<file path="config.mk">
export PLATFORM = sky130hd
export DESIGN_NAME = approx_div_top
export DESIGN_NICKNAME = d
export VERILOG_FILES = /design/src/div_pkg.sv /design/src/div_result_if.sv /design/src/approx_div_top.sv /design/src/div_array.sv /design/src/div_unit.sv /design/src/err_accum.sv
export SDC_FILE = /design/constraint.sdc
export NUM_CORES = 1
export LEC_CHECK = 0
export ABC_AREA = 1
export BUFFER_PORTS_ARGS = -buffer_cell sky130_fd_sc_hd__buf_4
export CORE_ASPECT_RATIO = 0.7
export CORE_UTILIZATION = 33
export CTS_CLUSTER_DIAMETER = 60
export DETAILED_ROUTE_END_ITERATION = 10
export PLACE_DENSITY = 0.61
export RECOVER_POWER = 25
export SETUP_SLACK_MARGIN = 0.4
export SYNTH_ARGS = -nofsm -noshare
export SYNTH_HDL_FRONTEND = slang
export SYNTH_HIERARCHICAL = 1
export SYNTH_SLANG_ARGS = --single-unit
</file>
<file path="constraint.sdc">
create_clock -name clk -period 47 [get_ports clk]
set_input_delay 9.4 -clock clk [delete_from_list [all_inputs] [get_ports clk]]
set_output_delay 9.4 -clock clk [all_outputs]
set_load 0.01 [all_outputs]
</file>
<file path="src/div_pkg.sv">
`default_nettype none

package div_pkg;

  localparam int N_W = 16;    // Dividend
  localparam int D_W = 8;     // Divisor, quotient and remainder

  localparam int CNT_W = 16;  // Sample and error counters
  localparam int SUM_W = 24;  // Sum of absolute quotient errors

  // Result returned on q and r
  typedef enum logic {
    MODE_EXACT  = 1'b0,
    MODE_APPROX = 1'b1
  } div_mode_e;

endpackage

`default_nettype wire

</file>
<file path="src/div_result_if.sv">
`timescale 1ns/1ns
`default_nettype none

interface div_result_if;

  logic                    valid;     // One-cycle strobe, no handshake
  logic [div_pkg::D_W-1:0] q_exact;
  logic [div_pkg::D_W-1:0] q_approx;
  logic                    ovf;       // Quotient does not fit or d is zero

  modport src (
    output valid,
    output q_exact,
    output q_approx,
    output ovf
  );

  modport dst (
    input valid,
    input q_exact,
    input q_approx,
    input ovf
  );

endinterface

`default_nettype wire

</file>
<file path="src/approx_div_top.sv">
`timescale 1ns/1ns
`default_nettype none

module approx_div_top #(
  parameter int APPROX_DEPTH = 4
) (
  input  logic                      clk,
  input  logic                      rst,
  input  logic                      in_valid,
  input  logic [div_pkg::N_W-1:0]   n,
  input  logic [div_pkg::D_W-1:0]   d,
  input  div_pkg::div_mode_e        mode,
  input  logic                      clear_stats,
  output logic                      out_valid,
  output logic [div_pkg::D_W-1:0]   q,
  output logic [div_pkg::D_W-1:0]   r,
  output logic                      ovf,
  output logic [div_pkg::CNT_W-1:0] sample_count,
  output logic [div_pkg::CNT_W-1:0] err_count,
  output logic [div_pkg::SUM_W-1:0] err_sum,
  output logic [div_pkg::D_W-1:0]   max_err
);

  div_result_if res_if ();  // Both quotients toward the statistics

  div_unit #(
    .APPROX_DEPTH (APPROX_DEPTH)
  ) unit0 (
    .clk       (clk),
    .rst       (rst),
    .in_valid  (in_valid),
    .n         (n),
    .d         (d),
    .mode      (mode),
    .q         (q),
    .r         (r),
    .ovf       (ovf),
    .out_valid (out_valid),
    .res       (res_if.src)
  );

  err_accum stats0 (
    .clk          (clk),
    .rst          (rst),
    .clear_stats  (clear_stats),
    .res          (res_if.dst),
    .sample_count (sample_count),
    .err_count    (err_count),
    .err_sum      (err_sum),
    .max_err      (max_err)
  );

endmodule

`default_nettype wire

</file>
<file path="src/div_array.sv">
`timescale 1ns/1ns
`default_nettype none

module div_array #(
  parameter int APPROX_DEPTH = 4
) (
  input  logic [div_pkg::N_W-1:0] n,
  input  logic [div_pkg::D_W-1:0] d,
  output logic [div_pkg::D_W-1:0] q,
  output logic [div_pkg::D_W-1:0] r
);

  localparam int W = div_pkg::D_W;

  logic [W-1:0] win   [W];    // Row window before the subtraction
  logic [W:0]   bw    [W];    // Borrow chain, bit W is the row borrow out
  logic [W-1:0] dif   [W];
  logic [W-1:0] prem  [W+1];  // Partial remainder leaving each row
  logic [W-1:0] above;        // Bit just above each row window

  // Full subtractor, returns {borrow, difference}
  function automatic logic [1:0] exact_cell(
    input logic x,
    input logic y,
    input logic bin
  );
    logic bout;
    logic df;
    bout = (~x & y) | (~(x ^ y) & bin);
    df   = x ^ y ^ bin;
    return {bout, df};
  endfunction

  // Reduced cell for the low corner of the triangle
  function automatic logic [1:0] approx_cell(
    input logic x,
    input logic y,
    input logic bin
  );
    logic bout;
    logic df;
    bout = (~x & y) | (x & y & bin);
    df   = x & ~y;  // Borrow in ignored
    return {bout, df};
  endfunction

  always_comb begin
    prem[W] = n[div_pkg::N_W-1 -: W];  // Upper byte seeds the top row
    for (int k = W - 1; k >= 0; k--) begin
      win[k]   = {prem[k+1][W-2:0], n[k]};
      above[k] = prem[k+1][W-1];
      bw[k][0] = 1'b0;
      for (int j = 0; j < W; j++) begin
        if (j + k < APPROX_DEPTH) begin
          {bw[k][j+1], dif[k][j]} = approx_cell(win[k][j], d[j], bw[k][j]);
        end else begin
          {bw[k][j+1], dif[k][j]} = exact_cell(win[k][j], d[j], bw[k][j]);
        end
      end
      q[k]    = above[k] | ~bw[k][W];       // Divisor fits in the window
      prem[k] = q[k] ? dif[k] : win[k];     // Restore on a failed subtract
    end
    r = prem[0];
  end

endmodule

`default_nettype wire

</file>
<file path="src/div_unit.sv">
`timescale 1ns/1ns
`default_nettype none

module div_unit #(
  parameter int APPROX_DEPTH = 4
) (
  input  logic                    clk,
  input  logic                    rst,
  input  logic                    in_valid,
  input  logic [div_pkg::N_W-1:0] n,
  input  logic [div_pkg::D_W-1:0] d,
  input  div_pkg::div_mode_e      mode,
  output logic [div_pkg::D_W-1:0] q,
  output logic [div_pkg::D_W-1:0] r,
  output logic                    ovf,
  output logic                    out_valid,
  div_result_if.src               res
);

  localparam int EXT_W = div_pkg::N_W - div_pkg::D_W;

  logic                    valid_s1;
  logic [div_pkg::N_W-1:0] n_s1;
  logic [div_pkg::D_W-1:0] d_s1;
  div_pkg::div_mode_e      mode_s1;
  logic                    ovf_s1;

  logic [div_pkg::D_W-1:0] q_ex;
  logic [div_pkg::D_W-1:0] r_ex;
  logic [div_pkg::D_W-1:0] q_ap;
  logic [div_pkg::D_W-1:0] r_ap;

  logic                    valid_s2;
  logic [div_pkg::D_W-1:0] q_ex_s2;
  logic [div_pkg::D_W-1:0] q_ap_s2;
  logic [div_pkg::D_W-1:0] r_s2;
  logic                    ovf_s2;
  div_pkg::div_mode_e      mode_s2;

  always_ff @(posedge clk) begin
    if (rst) begin
      valid_s1 <= 1'b0;
      valid_s2 <= 1'b0;
    end else begin
      valid_s1 <= in_valid;
      valid_s2 <= valid_s1;
    end
  end

  always_ff @(posedge clk) begin
    if (in_valid) begin
      n_s1    <= n;
      d_s1    <= d;
      mode_s1 <= mode;
    end
  end

  div_array #(.APPROX_DEPTH(0)) exact_arr (
    .n (n_s1),
    .d (d_s1),
    .q (q_ex),
    .r (r_ex)
  );

  div_array #(.APPROX_DEPTH(APPROX_DEPTH)) approx_arr (
    .n (n_s1),
    .d (d_s1),
    .q (q_ap),
    .r (r_ap)
  );

  // Quotient needs more than D_W bits
  assign ovf_s1 = (d_s1 == '0) || (n_s1[div_pkg::N_W-1 -: div_pkg::D_W] >= d_s1);

  always_ff @(posedge clk) begin
    if (valid_s1) begin
      q_ex_s2 <= q_ex;
      q_ap_s2 <= q_ap;
      r_s2    <= (mode_s1 == div_pkg::MODE_APPROX) ? r_ap : r_ex;
      ovf_s2  <= ovf_s1;
      mode_s2 <= mode_s1;
    end
  end

  assign q         = (mode_s2 == div_pkg::MODE_APPROX) ? q_ap_s2 : q_ex_s2;
  assign r         = r_s2;
  assign ovf       = ovf_s2;
  assign out_valid = valid_s2;

  assign res.valid    = valid_s2;
  assign res.q_exact  = q_ex_s2;
  assign res.q_approx = q_ap_s2;
  assign res.ovf      = ovf_s2;

  a_valid_known: assert property (@(posedge clk) disable iff (rst)
    !$isunknown(out_valid));

  // Operands were in stage one on the edge before the strobe
  a_exact_identity: assert property (@(posedge clk) disable iff (rst)
    (out_valid && !ovf && mode_s2 == div_pkg::MODE_EXACT) |->
      (({{EXT_W{1'b0}}, q} * {{EXT_W{1'b0}}, $past(d_s1)} + {{EXT_W{1'b0}}, r})
        == $past(n_s1)) && (r < $past(d_s1)));

endmodule

`default_nettype wire

</file>
<file path="src/err_accum.sv">
`timescale 1ns/1ns
`default_nettype none

module err_accum (
  input  logic                      clk,
  input  logic                      rst,
  input  logic                      clear_stats,
  div_result_if.dst                 res,
  output logic [div_pkg::CNT_W-1:0] sample_count,
  output logic [div_pkg::CNT_W-1:0] err_count,
  output logic [div_pkg::SUM_W-1:0] err_sum,
  output logic [div_pkg::D_W-1:0]   max_err
);

  localparam int PAD_W = div_pkg::SUM_W - div_pkg::D_W + 1;

  logic                      take;
  logic [div_pkg::D_W-1:0]   abs_err;
  logic [div_pkg::SUM_W:0]   sum_ext;  // Extra bit catches the carry

  assign take = res.valid && !res.ovf;  // Overflow samples are skipped

  assign abs_err = (res.q_approx >= res.q_exact) ? res.q_approx - res.q_exact
                                                 : res.q_exact - res.q_approx;

  assign sum_ext = {1'b0, err_sum} + {{PAD_W{1'b0}}, abs_err};

  always_ff @(posedge clk) begin
    if (rst || clear_stats) begin
      sample_count <= '0;
      err_count    <= '0;
      err_sum      <= '0;
      max_err      <= '0;
    end else if (take) begin
      if (sample_count != '1) begin
        sample_count <= sample_count + 1'b1;
      end
      if (abs_err != '0 && err_count != '1) begin
        err_count <= err_count + 1'b1;
      end
      err_sum <= sum_ext[div_pkg::SUM_W] ? '1 : sum_ext[div_pkg::SUM_W-1:0];
      if (abs_err > max_err) begin
        max_err <= abs_err;
      end
    end
  end

  // A nonzero peak needs at least one counted error
  a_max_needs_err: assert property (@(posedge clk) disable iff (rst)
    (err_count == '0) |-> (max_err == '0));

endmodule

`default_nettype wire

</file>
==> summary.txt, run 1 <==
Run status
  – Status: finished, violations left
  – Failing checks: design-rule violations, max-capacitance violations, max-slew violations

Detailed routing
  – DRC: 8
  – DR vias/cell: 4.75
  – Avg WL per Cell: about 15 microns
  – Pre-antenna DRT Iters: 8
  – 1st-iter DRT viols: roughly 830
  – Antenna Nets Post-Route: 0
  – Routed wire length: 33.0 mm
  – Vias post-DR: 10522

GRT
  – First-pass GRT wire length: 54.0 mm
  – Vias in the first global route: 10089
  – Total track usage: 0.182
  – Largest net degree at the start of global routing: 45
  – Initial antenna violation count: 0
  – GR Overflow Total: 0

Logic synthesis
  – Synth async-reset ratio: 0
  – FF+latch count, synth: ~120
  – Gate Count Post-Synth: 1625
  – Mux cell area share after synthesis: 0.0234
  – Synth unique cells: 47
  – Complex-gate fraction of the synthesized area: 0.0605
  – Post-synthesis simple-gate area fraction: 0.319
  – XOR/XNOR Fraction of Synth Area: 0.0120
  – Most common cell in the synthesized netlist: nand2_1
  – Synth Cell Area: 12400 sq um
  – Yosys warns: 6
  – Syn avg cell area: 7.62 sq um
  – Number of synthesized flops with an enable pin: 51
  – Post-synthesis adder-cell area fraction: 0.230
  – Largest area contributor in the netlist: fa_1
  – Post-synth top cells: 449 x nand2_1, 301 x inv_1, 129 x nand3_1, 109 x fa_1, 69 x nor2_1
  – Synth top area cells: fa_1 18%, nand2_1 14%, edfxtp_1 12%
  – Yosys top cell area share: 0.176
  – Synth Flop Type: dfxtp_1
  – Syn_nets: 1816
  – Seq/Total Area, Yosys: 0.230
  – Largest family of logic cells by synthesized area: simple AND/OR/NAND/NOR gates

Clocking
  – Hold Buf Count CTS: 0
  – Clk buf depth: 2
  – Root Buffer: clkbuf_16
  – CTS buffer count: 17
  – Clock Latency Late Sink: 0.44 ns
  – PostCTS Resize Cnt: 0
  – Setup bufs post-CTS: 0
  – H-tree depth: 4
  – CTS tree: built
  – Clock sinks: 117
  – CTS clock-pin slew for the worst setup and hold paths: 0.07 ns

Placed design
  – Detailed placement HPWL: 26.0 mm
  – Buffers on Ports: 110
  – Placer Congestion: 0.917

Final layout
  – Fillers: 3769
  – Final Net Count: ~1900
  – N_diodes: 0
  – Layout cells sized above 1: 0.170
  – Area Growth Syn to Fin: 13.6%

Critical path
  – Worst path arrival time: 27.97 ns
  – Sum of buffers and inverters on the critical path: 8
  – CP max FO: 21
  – Top delay family on crit path: adder cells
  – Slowest library cell on the worst path: edfxtp_1
  – Crit path kind: register to register
  – CP most frequent cell: fa_1
  – Startpoint class of the critical path: register
  – CP peak stage delay: 0.83 ns
  – CP endpoint kind: register
  – CP Data Required Time: about 47 ns

Timing
  – Max Transition Viols Final: 54
  – Final Hold Fails: 0
  – Fmax: 36.0 MHz
  – Fin crit share: 0.591
  – Worst-margin pin slew: 1.79 ns
  – RSZ-0062 raised after global routing: no
  – Final setup vio count: 0
  – Setup TNS: 0 ns
  – Slew margin rel.: -0.196
  – Fin crit period: 27.78 ns
  – Clock Skew: 0.00883 ns

Floorplan
  – I/O pin count: 111
  – Core Box Area: between 30000 and 40000 sq um
  – Height of the die: 164 microns
  – Die area: 38300 sq um
  – Die width: 234 microns
  – Rows: 58
  – Initial core utilization: 0.340

Worst hold path
  – Hold Crit Class: register to register

Flow run
  – Max_cap viols: 2
==> path summary, 6_finish.rpt <==
path / to / depth (start not counted) / startpoint / slack [ns]
setup / recovery: unit0/r[4] / 89 / unit0/d_s1[0] / 19.22
hold / removal: unit0/out_valid / 2 / unit0/valid_s1 / 0.42
setup reg to reg: unit0/r[4] / 89 / unit0/d_s1[0] / 19.22
hold reg to reg: unit0/out_valid / 2 / unit0/valid_s1 / 0.42
==> worst reg2reg max path: cells and delay by family, from the launching register on <==
kind	cells	cell delay, ns
and+or+nand+nor	22	3.81
AOI/OAI and AO/OA	1	0.17
muxes	1	0.27
buffers and inverters	8	0.56
adders and majority gates	57	21.91
DFF	1	0.83
==> cells by family after synthesis <==
kind of cell,count (synthesis)
adders and majority gates,162
xor gates and xnor gates,17
DFF,117
AOI/OAI and AO/OA,132
buffers and inverters,361
and+or+nand+nor,815
muxes,21
==> state kept, by name, indices dropped and copies added, names as in the netlist <==
register,cells
stats0/err_count,16
stats0/err_sum,24
stats0/max_err,8
stats0/sample_count,16
unit0/d_s1,8
unit0/mode_s1,1
unit0/mode_s2,1
unit0/n_s1,16
unit0/out_valid,1
unit0/ovf,1
unit0/r,8
unit0/res.q_approx,8
unit0/res.q_exact,8
unit0/valid_s1,1
==> area by class of cell <==
class | instances | area [sq um] | area share
clock inverters | 15 | 154 | 0.0109
inverters | 320 | 1200 | 0.0854
flip-flops and latches | 117 | 2850 | 0.203
well taps | 480 | 601 | 0.0427
clock buffers | 17 | 425 | 0.0302
repair buffers | 119 | 875 | 0.0622
multi-input cells | 1147 | 7960 | 0.566
==> cells in the final DEF, fill, tap and decap left out, types with 8 or more instances in the layout <==
master,Yosys,routed
buf_4,3,91
fa_1,109,109
inv_1,301,302
clkbuf_4,2,23
mux2_4,16,16
nand2_1,449,450
nand3_2,23,23
nand4_1,24,24
nand3_1,129,129
inv_2,17,16
edfxtp_1,51,51
a21oi_1,55,55
nand2_4,18,17
dfxtp_1,66,66
a21oi_2,8,8
xor2_1,12,12
clkbuf_16,0,17
nand3_4,11,11
ha_1,53,53
nor2_1,69,70
o21ai_0,51,51
nor3_1,25,25
nand2_2,40,40
==> layer usage <==
layer | wire length, microns | share of wire | up-vias | GRT usage
li1 | - | - | 5270 | -
met1 | 17200 | 0.52 | 4941 | 0.283
met2 | 13600 | 0.41 | 290 | 0.257
met3 | 1910 | 0.058 | 21 | 0.0274
met4 | 347 | 0.011 | 0 | 0.0457
met5 | 0 | 0 | - | 0
==> per-stage QoR <==
stage | setup slack [ns] | instances | cell area (sq um) | hold WS [ns] | utilization
final | 19.22 | 2215 | 14100 | 0.423 | 0.386
after global routing | 17.83 | 2215 | 14100 | 0.457 | 0.386
after CTS | 19.64 | 2215 | 14100 | 0.424 | 0.387
after detailed placement | 19.69 | 2183 | 13500 | 0.417 | 0.371
after global placement | 20.27 | 2183 | 13500 | 0.422 | 0.371
after floorplan | 21.84 | 1625 | 12400 | 0.451 | -
Power of run 1 is not shown: default switching activity piles up to over one toggle a cycle in this logic, so the estimate is an artifact.
==> run 2, diff against run 1 <==
Settings changed: PLACE_DENSITY 0.61 to 0.63.
Clock period 47 ns to 25.3 ns, I/O delays scaled along.
==> summary.txt, run 2 (same netlist as run 1, synthesis figures left out) <==
Flow run
  – Max_cap viols: 3 (was 2)

Final layout
  – Layout cells sized above 1: 0.214 (was 0.170)
  – Most flops, register: stats0/err_sum (unchanged)
  – Final Net Count: 1970 (was 1913)
  – Area Growth Syn to Fin: 18.1% (was 13.6%)
  – Most frequent cells in the layout: 449 x nand2_1, 300 x inv_1, 144 x buf_4, 129 x nand3_1, 89 x fa_1 (was 450 x nand2_1, 302 x inv_1, 129 x nand3_1, 109 x fa_1, 91 x buf_4)
  – Max reg flops: 24 (unchanged)
  – Commonest non-fill, non-tap cell in the layout: nand2_1 (unchanged)
  – Post-Route Utilization: 0.401 (was 0.386)

GRT
  – First-pass GRT wire length: 54.3 mm (was 54.0 mm)
  – GR Overflow Total: 0 (unchanged)
  – Total track usage: 0.183 (was 0.182)
  – Largest net degree at the start of global routing: 45 (unchanged)
  – Vias in the first global route: 10036 (was 10089)
  – Initial antenna violation count: 1 (was 0)

Timing
  – Hold slack: 0.426 ns (was 0.423 ns)
  – Fmax: 41.4 MHz (was 36.0 MHz)
  – Clock Skew: 0.0156 ns (was 0.00883 ns)
  – Fin crit period: 24.17 ns (was 27.78 ns)
  – Final Hold Fails: 0 (unchanged)
  – Fin crit share: 0.955 (was 0.591)
  – Final setup vio count: 0 (unchanged)
  – Setup TNS: 0 ns (unchanged)
  – Slew margin rel.: -0.137 (was -0.196)
  – RSZ-0062 raised after global routing: no (unchanged)
  – Max Transition Viols Final: 69 (was 54)
  – Worst-margin pin slew: 1.71 ns (was 1.79 ns)

Placed design
  – Detailed placement HPWL: 26.7 mm (was 26.0 mm)
  – Buffers on Ports: 110 (unchanged)
  – Placer Congestion: 0.955 (was 0.917)

Floorplan
  – Die width: 234 microns (unchanged)
  – Die area: 38300 sq um (unchanged)
  – Core Box Area: 36400 sq um (unchanged)
  – Height of the die: 164 microns (unchanged)
  – Initial core utilization: 0.340 (unchanged)
  – Rows: 58 (unchanged)
  – I/O pin count: 111 (unchanged)

Critical path
  – Worst path arrival time: 24.37 ns (was 27.97 ns)
  – CP Data Required Time: 25.50 ns (was 47.19 ns)
  – CP endpoint kind: register (unchanged)
  – Startpoint class of the critical path: register (unchanged)
  – R2R depth: 90 (was 89)
  – Crit path kind: register to register (unchanged)
  – CP max FO: 6 (was 21)
  – CP peak stage delay: 0.47 ns (was 0.83 ns)
  – CP most frequent cell: fa_1 (unchanged)
  – Slowest library cell on the worst path: fa_1 (was edfxtp_1)

Clocking
  – Clk buf depth: 2 (unchanged)
  – CTS clock-pin slew for the worst setup and hold paths: 0.07 ns (about the same)
  – CTS tree: built (unchanged)
  – CTS buffer count: 17 (unchanged)
  – Clock sinks: 117 (unchanged)
  – Root Buffer: clkbuf_16 (unchanged)
  – Clock Latency Late Sink: 0.45 ns (was 0.44 ns)
  – H-tree depth: 4 (unchanged)
  – Hold Buf Count CTS: 0 (unchanged)

Detailed routing
  – Pre-antenna DRT Iters: 8 (unchanged)
  – Avg WL per Cell: 15.1 microns (was 14.9 microns)
  – Vias post-DR: 10829 (was 10522)
  – Routed wire length: 34.3 mm (was 33.0 mm)
  – 1st-iter DRT viols: 955 (was 829)
  – DRC: 8 (unchanged)
  – DR vias/cell: 4.76 (was 4.75)
  – Antenna Nets Post-Route: 0 (unchanged)

Run status
  – Status: finished, violations left (unchanged)
  – Failing checks: design-rule violations, max-capacitance violations, max-slew violations (unchanged)

Worst hold path
  – Hold Crit Class: register to register (unchanged)
  – Hold Path Cell Cnt: 2 (unchanged)
## run 2: metal layers
metal	vias up	GRT usage	share of wire
met4	0	0.0413	0.013
met1	5051	0.275	0.50
li1	5404	-	-
met2	343	0.262	0.42
met3	31	0.0418	0.073
met5	-	0	0
## run 2: final timing paths
path	startpoint	to	slack [ns]
worst min-delay path	unit0/valid_s1	unit0/out_valid	0.43
worst max-delay path	unit0/n_s1[7]	unit0/r[2]	1.13
worst min register to register	unit0/valid_s1	unit0/out_valid	0.43
worst max register to register	unit0/n_s1[7]	unit0/r[2]	1.13
## run 2: final cells by class
| type | instances | area (sq um) |
|---|---|---|
| clock buffers | 17 | 425 |
| clock inverters | 15 | 150 |
| multi-input cells | 1148 | 8080 |
| well taps | 480 | 601 |
| fillers | 3722 | 21800 |
| flip-flops and latches | 117 | 2850 |
| repair buffers | 175 | 1310 |
| inverters | 320 | 1210 |
| diodes | 1 | 2.50 |
## run 2: critical path: cells and delay by family (launching register included)
kind / cells / cell delay (ns)
AO/OA/AOI/OAI: 1 / 0.10
AND/OR/NAND/NOR: 22 / 2.14
buffers and inverters: 9 / 0.55
adder cells (fa/ha/maj): 57 / 20.42
flip-flops: 1 / 0.44
multiplexers: 1 / 0.27
## run 2: what timing repair did
item | 4_1_cts | 5_1_grt
pin swaps | 2 | 13
endpoints found under the setup margin | 9 | 10
setup buffers | 3 | 40
cloned | 0 | 1
resized for setup | 10 | 22
## run 2: metrics by stage
stage / area, sq um / worst slack, ns / instances
2_1_floorplan: 12400 / 0.423 / 1625
3_3_place_gp: 13600 / -0.365 / 2196
3_5_place_dp: 13600 / -0.685 / 2196
4_1_cts: 14300 / 0.435 / 2231
5_1_grt: 14600 / 0.244 / 2273
6_report: 14600 / 1.13 / 2273
Power of run 2 is left out for the same reason.
==> run 3, diff against run 2 <==
Settings changed: PLACE_DENSITY 0.63 to 0.61.
Clock period 25.3 ns to 31 ns, I/O delays scaled along.
==> summary.txt, run 3 (same netlist as run 1, synthesis figures left out) <==
Floorplan
  – Rows: 58 (unchanged)
  – Die area: 38300 sq um (unchanged)
  – Initial core utilization: 0.340 (unchanged)
  – Die width: 234 microns (unchanged)
  – I/O pin count: 111 (unchanged)
  – Core Box Area: 36400 sq um (unchanged)
  – Height of the die: 164 microns (unchanged)

Critical path
  – Worst path arrival time: 27.56 ns (was 24.37 ns)
  – Slowest library cell on the worst path: edfxtp_1 (was fa_1)
  – Sum of buffers and inverters on the critical path: 8 (was 9)
  – CP peak stage delay: 0.81 ns (was 0.47 ns)
  – CP most frequent cell: fa_1 (unchanged)
  – Reg2reg start: unit0/d_s1[0] (was unit0/n_s1[7])
  – CP max FO: 21 (was 6)
  – R2R depth: 89 (was 90)
  – CP Data Required Time: 31.19 ns (was 25.50 ns)
  – Crit path kind: register to register (unchanged)
  – Flop2flop setup slack: 3.63 ns (was 1.13 ns)
  – CP endpoint kind: register (unchanged)
  – Startpoint class of the critical path: register (unchanged)
  – Top delay family on crit path: adder cells (unchanged)
  – R2r endpoint: unit0/r[2] (unchanged)

Clocking
  – Clk buf depth: 2 (unchanged)
  – Root Buffer: clkbuf_16 (unchanged)
  – Hold Buf Count CTS: 0 (unchanged)
  – CTS buffer count: 17 (unchanged)
  – CTS clock-pin slew for the worst setup and hold paths: 0.07 ns (about the same)
  – H-tree depth: 4 (unchanged)
  – Clock sinks: 117 (unchanged)
  – PostCTS Resize Cnt: 0 (was 10)
  – CTS tree: built (unchanged)
  – Clock Latency Late Sink: 0.44 ns (was 0.45 ns)
  – Setup bufs post-CTS: 0 (was 3)

Detailed routing
  – DR vias/cell: 4.75 (was 4.76)
  – Antenna Nets Post-Route: 0 (unchanged)
  – DRC: 8 (unchanged)
  – 1st-iter DRT viols: 815 (was 955)
  – Routed wire length: 33.0 mm (was 34.3 mm)
  – Avg WL per Cell: 14.9 microns (was 15.1 microns)
  – Vias post-DR: 10527 (was 10829)
  – Pre-antenna DRT Iters: 8 (unchanged)

Flow run
  – Max_cap viols: 2 (was 3)

Final layout
  – Area Growth Syn to Fin: 13.7% (was 18.1%)
  – Final Net Count: 1913 (was 1970)
  – Layout cells sized above 1: 0.171 (was 0.214)
  – Post-Route Utilization: 0.386 (was 0.401)
  – Most frequent cells in the layout: 450 x nand2_1, 302 x inv_1, 129 x nand3_1, 109 x fa_1, 91 x buf_4 (was 449 x nand2_1, 300 x inv_1, 144 x buf_4, 129 x nand3_1, 89 x fa_1)
  – Most flops, register: stats0/err_sum (unchanged)
  – N_diodes: 0 (was 1)
  – Commonest non-fill, non-tap cell in the layout: nand2_1 (unchanged)
  – Max reg flops: 24 (unchanged)
  – Final Instance Count excl. Fillers: 2215 (was 2273)

Timing
  – Fin crit share: 0.883 (was 0.955)
  – Max Transition Viols Final: 54 (was 69)
  – Worst-margin pin slew: 1.75 ns (was 1.71 ns)
  – Fin crit period: 27.37 ns (was 24.17 ns)
  – Setup TNS: 0 ns (unchanged)
  – Final setup vio count: 0 (unchanged)
  – Hold slack: 0.419 ns (was 0.426 ns)
  – Final Hold Fails: 0 (unchanged)
  – Fmax: 36.5 MHz (was 41.4 MHz)
  – Clock Skew: 0.0132 ns (was 0.0156 ns)
  – RSZ-0062 raised after global routing: no (unchanged)
  – Slew margin rel.: -0.167 (was -0.137)

Worst hold path
  – Hold Path End: unit0/out_valid (unchanged)
  – HP Start: unit0/valid_s1 (unchanged)
  – Hold Path Cell Cnt: 2 (unchanged)
  – Hold Crit Class: register to register (unchanged)

GRT
  – Initial antenna violation count: 0 (was 1)
  – Largest net degree at the start of global routing: 45 (unchanged)
  – First-pass GRT wire length: 54.1 mm (was 54.3 mm)
  – Total track usage: 0.181 (was 0.183)
  – GR Overflow Total: 0 (unchanged)
  – Vias in the first global route: 10216 (was 10036)

Placed design
  – Buffers on Ports: 110 (unchanged)
  – Placer Congestion: 0.917 (was 0.955)
  – DP Cell Count: 2183 (was 2196)
  – Detailed placement HPWL: 26.1 mm (was 26.7 mm)

Run status
  – Failing checks: design-rule violations, max-capacitance violations, max-slew violations (unchanged)
  – Status: finished, violations left (unchanged)
==> run 3: changes by cell type in the layout (fill, tap and decap cells not counted), moves of 3 or more <==
cell     before  now
o21ai_2       6    2
nand3_4      14   11
fa_1         89  109
buf_4       144   91
inv_8         5    2
fa_2         20    0
o21ai_0      47   51
==> run 3: worst max-delay path by stage <==
stage / startpoint / cells after the start / to / slack (ns)
final: unit0/d_s1[0] / 89 / unit0/r[2] / 3.63
after global routing: unit0/d_s1[0] / 89 / unit0/r[3] / 2.26
after CTS: unit0/d_s1[0] / 89 / unit0/r[3] / 3.66
after detailed placement: unit0/d_s1[0] / 89 / unit0/r[3] / 3.68
after global placement: unit0/d_s1[0] / 89 / unit0/r[3] / 4.26
after floorplan: unit0/d_s1[0] / 98 / unit0/r[1] / 5.84
==> run 3: worst register-to-register path: cells and delay by family, from the launching register on <==
family | cells | cell delay [ns]
simple gates | 22 | 3.40
flops | 1 | 0.81
fa+ha+maj | 57 | 21.99
buf+inv | 8 | 0.55
compound gates | 1 | 0.14
mux | 1 | 0.27
==> run 3: area by class of cell <==
class	instances	area, sq um
fillers	3748	22400
multi-input cells	1147	7970
flip-flops and latches	117	2850
inverters	320	1200
repair buffers	119	875
well taps	480	601
clock buffers	19	464
clock inverters	13	111
==> run 3: per-stage QoR <==
stage / setup slack (ns) / cell area (sq um)
floorplan: 5.84 / 12400
global placement: 4.26 / 13500
detailed placement: 3.68 / 13500
CTS: 3.66 / 14100
global route: 2.26 / 14100
finish: 3.63 / 14100
==> run 3: routing by layer <==
| metal | vias to the layer above | global-route usage | wire length, microns |
|---|---|---|---|
| met5 | - | 0 | 0 |
| met4 | 0 | 0.0372 | 251 |
| met3 | 19 | 0.0339 | 1970 |
| met2 | 272 | 0.267 | 13800 |
| met1 | 4970 | 0.274 | 17000 |
| li1 | 5266 | - | - |
Power of run 3 is left out for the same reason.
